**config.mk**
```make
export PLATFORM = sky130hd
export DESIGN_NAME = last_stage
export DESIGN_NICKNAME = d
export VERILOG_FILES = /design/src/rtl/stage_pkg.sv /design/src/rtl/stage_if.sv /design/src/rtl/action_engine.sv /design/src/rtl/key_extract.sv /design/src/rtl/last_stage.sv /design/src/rtl/lookup_engine.sv
export SDC_FILE = /design/constraint.sdc
export NUM_CORES = 2
export LEC_CHECK = 0
export BUFFER_PORTS_ARGS = -buffer_cell sky130_fd_sc_hd__buf_2
export CAP_MARGIN = 20
export CORE_MARGIN = 2
export CORE_UTILIZATION = 35
export CTS_CLUSTER_DIAMETER = 30
export DETAILED_ROUTE_END_ITERATION = 6
export SETUP_SLACK_MARGIN = 0.1
export SLEW_MARGIN = 40
export SYNTH_ARGS = -nofsm -noshare
export SYNTH_HDL_FRONTEND = slang
export SYNTH_SLANG_ARGS = --single-unit
```
**constraint.sdc**
```tcl
create_clock -name axis_clk -period 27.6 [get_ports axis_clk]
set_clock_uncertainty 0.2 [all_clocks]
set_input_delay 2.76 -clock axis_clk [delete_from_list [all_inputs] [get_ports axis_clk]]
set_output_delay 2.76 -clock axis_clk [all_outputs]
set_load 0.02 [all_outputs]
```
**src/rtl/stage_pkg.sv**
```systemverilog
`default_nettype none

package stage_pkg;

    localparam int NUM_CONT   = 8;
    localparam int CONT_W     = 32;
    localparam int CONT_IDX_W = $clog2(NUM_CONT);
    localparam int NUM_QUEUES = 4;
    localparam int KEY_W      = 2 * CONT_W;
    localparam int CFG_ADDR_W = 8;
    localparam int CFG_DATA_W = 64;

    typedef logic [CONT_W-1:0] cont_t;

    // container 7 sits at the top and the queue mask in the low bits
    typedef struct packed {
        cont_t [NUM_CONT-1:0]  cont;
        logic [NUM_QUEUES-1:0] queue_mask;
    } phv_t;

    typedef enum logic [1:0] {
        ACT_NOP = 2'd0,
        ACT_SET = 2'd1,
        ACT_ADD = 2'd2,
        ACT_SUB = 2'd3
    } act_op_e;

    typedef struct packed {
        act_op_e               op;
        logic [CONT_IDX_W-1:0] dst;
        logic [CONT_IDX_W-1:0] src;
        logic [15:0]           imm;
        logic [NUM_QUEUES-1:0] queue_mask;
    } act_t;

    // configuration map
    localparam logic [CFG_ADDR_W-1:0] CFG_KEY_SEL    = 8'h00;
    localparam logic [CFG_ADDR_W-1:0] CFG_KEY_MASK   = 8'h01;
    localparam logic [CFG_ADDR_W-1:0] CFG_MATCH_BASE = 8'h10;
    localparam logic [CFG_ADDR_W-1:0] CFG_ACT_BASE   = 8'h20;

    // on a miss leave the PHV alone and send it to queue 0
    localparam act_t DEFAULT_ACT = '{
        op:         ACT_NOP,
        dst:        '0,
        src:        '0,
        imm:        '0,
        queue_mask: 4'b0001
    };

endpackage

`default_nettype wire

```
**src/rtl/stage_if.sv**
```systemverilog
`timescale 1ns/1ps
`default_nettype none

// key_extract -> lookup_engine
interface key_if import stage_pkg::*; ();
    logic             valid;
    logic             ready;
    phv_t             phv;
    logic [KEY_W-1:0] key;

    modport src (output valid, output phv, output key, input ready);
    modport dst (input valid, input phv, input key, output ready);
endinterface

// lookup_engine -> action_engine
interface act_if import stage_pkg::*; ();
    logic valid;
    logic ready;
    phv_t phv;
    act_t act;

    modport src (output valid, output phv, output act, input ready);
    modport dst (input valid, input phv, input act, output ready);
endinterface

`default_nettype wire

```
**src/rtl/action_engine.sv**
```systemverilog
`timescale 1ns/1ps
`default_nettype none

module action_engine import stage_pkg::*; (
    input  logic axis_clk,
    input  logic aresetn,

    act_if.dst   in,

    output phv_t phv_out,
    output logic phv_out_valid,
    input  logic phv_out_ready
);

    phv_t  phv_next;
    cont_t imm_ext;
    cont_t src_val;
    logic  accept;

    assign imm_ext = {{(CONT_W - 16){1'b0}}, in.act.imm};
    assign src_val = in.phv.cont[in.act.src];

    // single ALU on the destination container
    always_comb begin
        phv_next = in.phv;
        case (in.act.op)
            ACT_SET: begin
                phv_next.cont[in.act.dst] = imm_ext;
            end
            ACT_ADD: begin
                phv_next.cont[in.act.dst] = src_val + imm_ext;
            end
            ACT_SUB: begin
                phv_next.cont[in.act.dst] = src_val - imm_ext;
            end
            ACT_NOP: begin
                phv_next = in.phv;
            end
            default: begin
                phv_next = in.phv;
            end
        endcase
        // queue selection comes from the action
        phv_next.queue_mask = in.act.queue_mask;
    end

    assign in.ready = !phv_out_valid || phv_out_ready;
    assign accept   = in.valid && in.ready;

    always_ff @(posedge axis_clk) begin
        if (!aresetn) begin
            phv_out_valid <= 1'b0;
        end else if (accept) begin
            phv_out_valid <= 1'b1;
        end else if (phv_out_ready) begin
            phv_out_valid <= 1'b0;
        end
    end

    always_ff @(posedge axis_clk) begin
        if (accept) begin
            phv_out <= phv_next;
        end
    end

endmodule

`default_nettype wire

```
**src/rtl/key_extract.sv**
```systemverilog
`timescale 1ns/1ps
`default_nettype none

module key_extract import stage_pkg::*; (
    input  logic                  axis_clk,
    input  logic                  aresetn,

    input  logic                  cfg_valid,
    input  logic [CFG_ADDR_W-1:0] cfg_addr,
    input  logic [CFG_DATA_W-1:0] cfg_data,

    input  phv_t                  phv_in,
    input  logic                  phv_in_valid,
    output logic                  stage_ready,

    key_if.src                    out
);

    logic [CONT_IDX_W-1:0] sel_hi;
    logic [CONT_IDX_W-1:0] sel_lo;
    logic [KEY_W-1:0]      key_mask;
    logic [KEY_W-1:0]      key_next;
    logic                  accept;

    // key select and mask registers
    always_ff @(posedge axis_clk) begin
        if (!aresetn) begin
            sel_hi   <= '0;
            sel_lo   <= '0;
            key_mask <= '0;
        end else if (cfg_valid) begin
            if (cfg_addr == CFG_KEY_SEL) begin
                sel_hi <= cfg_data[CONT_IDX_W-1:0];
                sel_lo <= cfg_data[2*CONT_IDX_W-1:CONT_IDX_W];
            end
            if (cfg_addr == CFG_KEY_MASK) begin
                key_mask <= cfg_data[KEY_W-1:0];
            end
        end
    end

    assign key_next = {phv_in.cont[sel_hi], phv_in.cont[sel_lo]} & key_mask;

    // take a new PHV when the output slot is free or draining
    assign stage_ready = !out.valid || out.ready;
    assign accept      = phv_in_valid && stage_ready;

    always_ff @(posedge axis_clk) begin
        if (!aresetn) begin
            out.valid <= 1'b0;
        end else if (accept) begin
            out.valid <= 1'b1;
        end else if (out.ready) begin
            out.valid <= 1'b0;
        end
    end

    always_ff @(posedge axis_clk) begin
        if (accept) begin
            out.phv <= phv_in;
            out.key <= key_next;
        end
    end

endmodule

`default_nettype wire

```
**src/rtl/last_stage.sv**
```systemverilog
`timescale 1ns/1ps
`default_nettype none

module last_stage import stage_pkg::*; #(
    parameter int TABLE_DEPTH = 16
) (
    input  logic                  axis_clk,
    input  logic                  aresetn,

    input  logic                  cfg_valid,
    input  logic [CFG_ADDR_W-1:0] cfg_addr,
    input  logic [CFG_DATA_W-1:0] cfg_data,

    input  phv_t                  phv_in,
    input  logic                  phv_in_valid,
    output logic                  stage_ready_out,

    output phv_t                  phv_out_0,
    output logic                  phv_out_valid_0,
    input  logic                  phv_fifo_ready_0,

    output phv_t                  phv_out_1,
    output logic                  phv_out_valid_1,
    input  logic                  phv_fifo_ready_1,

    output phv_t                  phv_out_2,
    output logic                  phv_out_valid_2,
    input  logic                  phv_fifo_ready_2,

    output phv_t                  phv_out_3,
    output logic                  phv_out_valid_3,
    input  logic                  phv_fifo_ready_3
);

    phv_t                  ae_phv;
    logic                  ae_valid;
    logic                  ae_ready;
    logic [NUM_QUEUES-1:0] fifo_ready;
    logic [NUM_QUEUES-1:0] q_valid;

    key_if k_if ();
    act_if a_if ();

    key_extract i_key_extract (
        .axis_clk     (axis_clk),
        .aresetn      (aresetn),
        .cfg_valid    (cfg_valid),
        .cfg_addr     (cfg_addr),
        .cfg_data     (cfg_data),
        .phv_in       (phv_in),
        .phv_in_valid (phv_in_valid),
        .stage_ready  (stage_ready_out),
        .out          (k_if.src)
    );

    lookup_engine #(
        .TABLE_DEPTH (TABLE_DEPTH)
    ) i_lookup_engine (
        .axis_clk  (axis_clk),
        .aresetn   (aresetn),
        .cfg_valid (cfg_valid),
        .cfg_addr  (cfg_addr),
        .cfg_data  (cfg_data),
        .in        (k_if.dst),
        .out       (a_if.src)
    );

    action_engine i_action_engine (
        .axis_clk      (axis_clk),
        .aresetn       (aresetn),
        .in            (a_if.dst),
        .phv_out       (ae_phv),
        .phv_out_valid (ae_valid),
        .phv_out_ready (ae_ready)
    );

    assign fifo_ready = {phv_fifo_ready_3, phv_fifo_ready_2,
                         phv_fifo_ready_1, phv_fifo_ready_0};

    // all selected queues must take it together; zero mask just drains
    assign ae_ready = &(fifo_ready | ~ae_phv.queue_mask);
    assign q_valid  = {NUM_QUEUES{ae_valid}} & ae_phv.queue_mask;

    assign phv_out_valid_0 = q_valid[0];
    assign phv_out_valid_1 = q_valid[1];
    assign phv_out_valid_2 = q_valid[2];
    assign phv_out_valid_3 = q_valid[3];

    assign phv_out_0 = ae_phv;
    assign phv_out_1 = ae_phv;
    assign phv_out_2 = ae_phv;
    assign phv_out_3 = ae_phv;

endmodule

`default_nettype wire

```
**src/rtl/lookup_engine.sv**
```systemverilog
`timescale 1ns/1ps
`default_nettype none

module lookup_engine import stage_pkg::*; #(
    parameter int TABLE_DEPTH = 16
) (
    input  logic                  axis_clk,
    input  logic                  aresetn,

    input  logic                  cfg_valid,
    input  logic [CFG_ADDR_W-1:0] cfg_addr,
    input  logic [CFG_DATA_W-1:0] cfg_data,

    key_if.dst                    in,
    act_if.src                    out
);

    localparam int IDX_W = $clog2(TABLE_DEPTH);

    logic [KEY_W-1:0]       match_key [TABLE_DEPTH];
    logic [TABLE_DEPTH-1:0] match_vld;
    act_t                   act_mem [TABLE_DEPTH];

    logic [CFG_ADDR_W-1:0]  match_off;
    logic [CFG_ADDR_W-1:0]  act_off;
    logic                   match_wr;
    logic                   act_wr;

    logic                   hit;
    logic [IDX_W-1:0]       hit_idx;
    logic                   advance;

    // step one registers
    logic                   s1_valid;
    logic                   s1_hit;
    logic [IDX_W-1:0]       s1_idx;
    phv_t                   s1_phv;

    assign match_off = cfg_addr - CFG_MATCH_BASE;
    assign act_off   = cfg_addr - CFG_ACT_BASE;
    assign match_wr  = cfg_valid && (int'(match_off) < TABLE_DEPTH);
    assign act_wr    = cfg_valid && (int'(act_off) < TABLE_DEPTH);

    always_ff @(posedge axis_clk) begin
        if (!aresetn) begin
            match_vld <= '0;
        end else if (match_wr) begin
            match_vld[match_off[IDX_W-1:0]] <= cfg_data[KEY_W-1];
        end
    end

    // top key bit is the valid flag and is stored as zero
    always_ff @(posedge axis_clk) begin
        if (match_wr) begin
            match_key[match_off[IDX_W-1:0]] <= {1'b0, cfg_data[KEY_W-2:0]};
        end
        if (act_wr) begin
            act_mem[act_off[IDX_W-1:0]] <= act_t'(cfg_data[$bits(act_t)-1:0]);
        end
    end

    // parallel compare, lowest index wins
    always_comb begin
        hit     = 1'b0;
        hit_idx = '0;
        for (int i = TABLE_DEPTH - 1; i >= 0; i--) begin
            if (match_vld[i] && (match_key[i] == in.key)) begin
                hit     = 1'b1;
                hit_idx = IDX_W'(i);
            end
        end
    end

    // both steps move on one ready
    assign advance  = !out.valid || out.ready;
    assign in.ready = advance;

    always_ff @(posedge axis_clk) begin
        if (!aresetn) begin
            s1_valid  <= 1'b0;
            out.valid <= 1'b0;
        end else if (advance) begin
            s1_valid  <= in.valid;
            out.valid <= s1_valid;
        end
    end

    always_ff @(posedge axis_clk) begin
        if (advance) begin
            s1_hit  <= hit;
            s1_idx  <= hit_idx;
            s1_phv  <= in.phv;
            out.phv <= s1_phv;
            out.act <= s1_hit ? act_mem[s1_idx] : DEFAULT_ACT;
        end
    end

endmodule

`default_nettype wire

```
Yosys cells after proc, flatten, opt, wreduce, memory -nomap -nowiden --
Memories as Yosys holds them, arrays and structs flattened. A register that Yosys moved wholly into a read port is not among the register bits. Cells that the tools add are included.
Storage, ports and cells: register bits 1187, latch bits 0, bits in writable memories 1456, ROM bits 0, input bits 340, output and inout bits 1045, memories kept 2
Memory list:
- i_lookup_engine.match_key | words 16, bits a word 63, read ports 16, clocked after Yosys merged registers in 0, write ports 1, line lookup_engine.sv:20 | logic [KEY_W-1:0] match_key [TABLE_DEPTH];
- i_lookup_engine.act_mem | words 16, bits a word 28, read ports 1, clocked after Yosys merged registers in 1, write ports 1, line lookup_engine.sv:22 | act_t act_mem [TABLE_DEPTH];
Cells by class: $add $sub $neg 4, multipliers 0, div/mod/pow operators 0, order comparisons 9, equality and inequality tests 20, shifts and indexed selects 0, multiplexer cells 39, bitwise operators 4, reduce and logical (&&, ||, !) cells 40
Operator list (count):
- $eq 64x64->1 | 16
- $pmux 256 s4 | 1
- $bwmux 256 | 3
- $bmux 32 s3 | 3
- $mux 32 | 4
- $demux 32 s3 | 1
- $and 64x64->64 | 1
- $add 32x16->32 | 1
- $mux 4 | 8
- $sub 32x16->32 | 1
- $logic_and 1x1->1 | 22
- $bwmux 16 | 1
- $lt 3x4->1 const B | 4
- $lt 8x5->1 const B | 2
- $reduce_or 15->1 | 1
- $mux 3 | 4
- $mux 1 | 11
- $eq 8x1->1 const B | 1
- $logic_not 8->1 | 1
- $reduce_or 8->1 | 1
- $sub 8x5->8 const B | 1
- $sub 8x6->8 const B | 1
- $lt 4x5->1 const B | 1
- $and 4x4->4 | 1
- other kinds (16) | 25

Depth between registers and ports, before layout --
An unclocked memory read counts as a cell.
depth in word-level cells 18, gate-level depth with buffers 19

Hierarchy --
Synthesis repeated with hierarchy kept, for this count alone.
Unflattened totals: cell total of the unflattened synthesis 7117, area total of the unflattened synthesis 114661.2 um^2
By module, submodules not included:
- lookup_engine | times used 1, cells each 3992, area each 76806.2 um^2, sequential area each 60688.2 um^2
- key_extract | times used 1, cells each 992, area each 16716.0 um^2, sequential area each 11150.7 um^2
- action_engine | times used 1, cells each 1344, area each 15200.8 um^2, sequential area each 7827.5 um^2
- last_stage | times used 1, cells each 789, area each 5938.2 um^2, sequential area each 0.0 um^2

Least setup slack after synthesis --
OpenSTA, ideal clock, no wires.
kind input-to-reg, start point input phv_fifo_ready_2, end point register i_key_extract.out.key[0] (enable), setup time 1.108 ns, arrival time 18.677 ns, data required time 26.292 ns, setup slack 7.615 ns, cell stages on the path 5, path buffers 1, path through o22ai_1 -> o21a_1 -> and2_1 -> clkbuf_1 -> a21oi_1
On the way: word-level cells in the longest chain between the ends 6
RTL lines:
- from (decl) | line last_stage.sv:28 | input logic phv_fifo_ready_2,
- $or 4x4->4 | line last_stage.sv:81 | assign ae_ready = &(fifo_ready | ~ae_phv.queue_mask);
- $reduce_and 4->1 | line last_stage.sv:81
- $logic_or 1x1->1 | line action_engine.sv:47 | assign in.ready = !phv_out_valid || phv_out_ready;
- $logic_or 1x1->1 | line lookup_engine.sv:75 | assign advance = !out.valid || out.ready;
- $logic_or 1x1->1 | line key_extract.sv:45 | assign stage_ready = !out.valid || out.ready;
- $logic_and 1x1->1 | line key_extract.sv:46 | assign accept = phv_in_valid && stage_ready;
- via i_key_extract.accept | line key_extract.sv:23 | logic accept;
- to (signal assigned) | line key_extract.sv:61 | out.key <= key_next;
- to (decl) | line stage_if.sv:11 | modport src (output valid, output phv, output key, input ready);
The timed path passes the listed nets, and every way through them passes these cells. A chain may end at the register's enable or synchronous reset.

==> insert_results.sql <==
INSERT INTO impl_metrics (metric_group, metric, value, unit) VALUES
('status', 'run_status', 'complete, but fails checks', ''),
('status', 'violated_checks', 'DRC', ''),
('worst_hold_path', 'hp-class', 'reg2reg', ''),
('logic_synthesis', 'yosys-mux-area-fraction', '7.48', '%'),
('timing', 'final_critical_path_setup_slack', '20.30', 'ns'),
('detailed_routing', 'routed_wl', '574', 'mm'),
('clock_tree', 'htree_levels', '6', ''),
('floorplanning', 'core_region_area', '327000', 'µm²'),
('grt', 'congestion_overflow_gr', '0', ''),
('timing', 'fmax', '137', 'MHz'),
('critical_path', 'max_stage_delay_on_crit_path', '0.64', 'ns'),
('timing', 'slew_limit_fails', '0', ''),
('floorplanning', 'num_rows', '210', ''),
('cells_and_area', 'nNetsFinal', '8791', ''),
('detailed_routing', 'detail_route.iter0.violations', '15500', ''),
('grt', 'grt_max_degree', '154', ''),
('critical_path', 'crit_type', 'reg2reg', ''),
('detailed_routing', 'detail_route.drc_violations', '11', ''),
('critical_path', 'critPathSlowestCell', 'sky130_fd_sc_hd__o32ai_1', ''),
('power_and_ir_drop', 'cellPowerDensity', '81.1', 'nW/µm²'),
('clock_tree', 'number_of_sinks_handled_by_clock_tree_synthesis', '2671', ''),
('timing', 'finalSetupViolCount', '0', ''),
('cells_and_area', 'area_growth_syn_to_layout', '23.3', '%'),
('clock_tree', 'clkLatencyLatePin', '1.02', 'ns'),
('floorplanning', 'floorplan.die.height', '578', 'µm'),
('logic_synthesis', 'synthXorXnorAreaFrac', '6.04', '%'),
('placement', 'preCtsSetupSlack', '20.27', 'ns'),
('clock_tree', 'cell_at_the_root_of_the_clock_tree', 'sky130_fd_sc_hd__clkbuf_16', ''),
('logic_synthesis', 'yosysTopAreaCellShare', '67.3', '%'),
('cells_and_area', 'layout_common_cells', 'sky130_fd_sc_hd__edfxtp_1, sky130_fd_sc_hd__buf_2, sky130_fd_sc_hd__clkbuf_16, sky130_fd_sc_hd__xnor2_1, sky130_fd_sc_hd__xor2_1', ''),
('critical_path', 'timing.reg2reg.worst_path_depth', '17', ''),
('critical_path', 'crit_path_frequent_cell', 'sky130_fd_sc_hd__buf_4', ''),
('logic_synthesis', 'main_combinational_cell_family_by_area_after_synthesis', 'multiplexers', ''),
('logic_synthesis', 'yosysWarnings', '0', ''),
('timing', 'final_hold_viol_count', '0', ''),
('detailed_routing', 'average_vias_per_placed_instance', '5.93', ''),
('critical_path', 'endpoint_kind', 'register', ''),
('logic_synthesis', 'synth_simple_gate_area_share', '5.34', '%'),
('critical_path', 'critPathCapture', 'i_action_engine.phv_out[254]$_DFFE_PP_', ''),
('clock_tree', 'cts-buffers-inserted', '523', ''),
('clock_tree', 'postCtsResizedCells', '0', ''),
('clock_tree', 'cts_tree', 'yes', ''),
('critical_path', 'worst_path_fanout_max', '32', ''),
('clock_tree', 'cts_setup_buffers', '0', ''),
('timing', 'finalWorstPathRequiredPeriod', '7.30', 'ns'),
('logic_synthesis', 'syn_area_per_cell', '15.8', 'µm²'),
('timing', 'slew_headroom', '31.0', '%'),
('logic_synthesis', 'yosysTopAreaCell', 'sky130_fd_sc_hd__edfxtp_1', ''),
('grt', 'grt_first_pass_wirelength', '722', 'mm'),
('floorplanning', 'num_io_pins', '1385', ''),
('detailed_routing', 'via_count', '79000', ''),
('detailed_routing', 'detail_route.first_pass.iterations', '7', ''),
('detailed_routing', 'post_route_antenna_net_violation_count', '0', ''),
('job', 'timing.max_cap.violations', '0', ''),
('logic_synthesis', 'postSynthRegisterBits', '2671', ''),
('logic_synthesis', 'synth_sequential_area_ratio', '68.9', '%'),
('placement', 'place.detailed.hpwl', '392', 'mm'),
('cells_and_area', 'final.fill_count', '28800', ''),
('critical_path', 'r2r-end', 'i_action_engine.phv_out[254]$_DFFE_PP_', ''),
('logic_synthesis', 'asyncSetResetFlopFracSynth', '0', '%'),
('timing', 'rsz0062_at_grt', 'no', ''),
('logic_synthesis', 'mappedNetlistArea', '115000', 'µm²'),
('logic_synthesis', 'yosys.area_share.adder', '0.404', '%'),
('critical_path', 'worstPathRequired', '28.09', 'ns'),
('logic_synthesis', 'synth_compound_area_share', '5.11', '%'),
('timing', 'final_min_period_over_clock_period', '26.5', '%'),
('logic_synthesis', 'synth-edff-count', '2581', ''),
('logic_synthesis', 'synth_nets', '7669', ''),
('floorplanning', 'die_w', '578', 'µm'),
('floorplanning', 'effective_utilization_at_floorplan', '35.2', '%'),
('logic_synthesis', 'synth-main-ff-cell', 'sky130_fd_sc_hd__edfxtp_1', '');
## report_power, final
part           switching [W]  internal, W  leakage, nW
Clock                0.00223      0.00408         8.43
Sequential         0.0000877      0.00458         25.2
Combinational       0.000388     0.000145         16.3
## worst max-delay path, delay by kind of cell (launching register included)
kind                       cells  cell delay [ns]
xor gates and xnor gates       1             0.63
AOI/OAI and AO/OA              6             2.03
buffers and inverters          4             1.35
DFF                            1             0.32
and+or+nand+nor                2             0.47
adders and majority gates      2             0.82
muxes                          2             1.11
## cells in the mapped netlist (44+ instances only)
library cell	number
sky130_fd_sc_hd__nor2b_1	113
sky130_fd_sc_hd__nand2b_1	44
sky130_fd_sc_hd__a21boi_0	79
sky130_fd_sc_hd__xor2_1	371
sky130_fd_sc_hd__nand2_1	352
sky130_fd_sc_hd__buf_4	781
sky130_fd_sc_hd__o22ai_1	159
sky130_fd_sc_hd__a21oi_1	107
sky130_fd_sc_hd__nor2_1	277
sky130_fd_sc_hd__inv_1	139
sky130_fd_sc_hd__nand4_1	144
sky130_fd_sc_hd__nor4_1	129
sky130_fd_sc_hd__dfxtp_1	90
sky130_fd_sc_hd__a221oi_1	78
sky130_fd_sc_hd__mux2i_1	98
sky130_fd_sc_hd__nor3_1	45
sky130_fd_sc_hd__xnor2_1	419
sky130_fd_sc_hd__buf_1	73
sky130_fd_sc_hd__clkbuf_1	250
sky130_fd_sc_hd__edfxtp_1	2581
sky130_fd_sc_hd__o21ai_0	149
sky130_fd_sc_hd__mux4_2	315
## worst min path at each step
stage / start / to / slack, ns / cells after the start
detailed placement: i_lookup_engine.s1_phv[130]$_DFFE_PP_ / i_lookup_engine.out.phv[130]$_DFFE_PP_ / 0.20 / 0
global route: i_lookup_engine.s1_phv[123]$_DFFE_PP_ / i_lookup_engine.out.phv[123]$_DFFE_PP_ / 0.19 / 0
CTS: i_key_extract.out.phv[259]$_DFFE_PP_ / i_lookup_engine.s1_phv[259]$_DFFE_PP_ / 0.17 / 0
floorplan: i_lookup_engine.out.act[0]$_SDFFCE_PN1P_ / i_action_engine.phv_out[0]$_DFFE_PP_ / 0.20 / 0
global placement: i_key_extract.out.phv[154]$_DFFE_PP_ / i_lookup_engine.s1_phv[154]$_DFFE_PP_ / 0.20 / 0
finish: i_key_extract.out.phv[259]$_DFFE_PP_ / i_lookup_engine.s1_phv[259]$_DFFE_PP_ / 0.18 / 0
## routing by layer
metal,share of wire (%),global-route usage (%)
met5,0.35,3.83
met1,35,40.8
met4,5.8,17.8
met3,16,16.2
met2,43,48.2
## cell type report
class,instances,area (µm²),area share (%)
sequential,2671,79300,55.9
multi-input combinational,3354,28600,20.1
clock buffer,616,13700,9.66
timing repair buffer,1714,10200,7.17
tap,4346,5440,3.83
clock inverter,331,3800,2.68
inverter,151,579,0.408
antenna,147,368,0.259
## flip-flops by register name, summed over array words and instances (netlist names), 28 cells and up
register / cells
i_lookup_engine.act_mem: 448
i_lookup_engine.out.phv: 256
i_lookup_engine.s1_phv: 256
i_key_extract.out.key: 64
i_key_extract.key_mask: 64
i_key_extract.out.phv: 256
i_lookup_engine.out.act: 28
i_lookup_engine.match_key: 1008
i_action_engine.phv_out: 260
## logic make-up (layout without fill, tap and decap cells)
kind of cell / after synthesis / after routing
flops: 2671 / 2671
simple gates: 1230 / 1230
xor+xnor: 792 / 792
mux: 442 / 442
compound gates: 854 / 854
buf+inv: 1268 / 2812
other cells: 0 / 147
fa+ha+maj: 36 / 36
## stage by stage
stage / utilization [%] / hold slack, ns / power (W) / cells
floorplan: - / 0.200 / 0.00494 / 7293
global placement: 37.4 / 0.201 / 0.00523 / 12100
detailed placement: 37.7 / 0.205 / 0.00524 / 12200
CTS: 43.1 / 0.170 / 0.0115 / 13200
global route: 43.3 / 0.194 / 0.0117 / 13200
finish: 43.4 / 0.180 / 0.0115 / 13300
No activity file was read; power rests on OpenSTA's default activity.
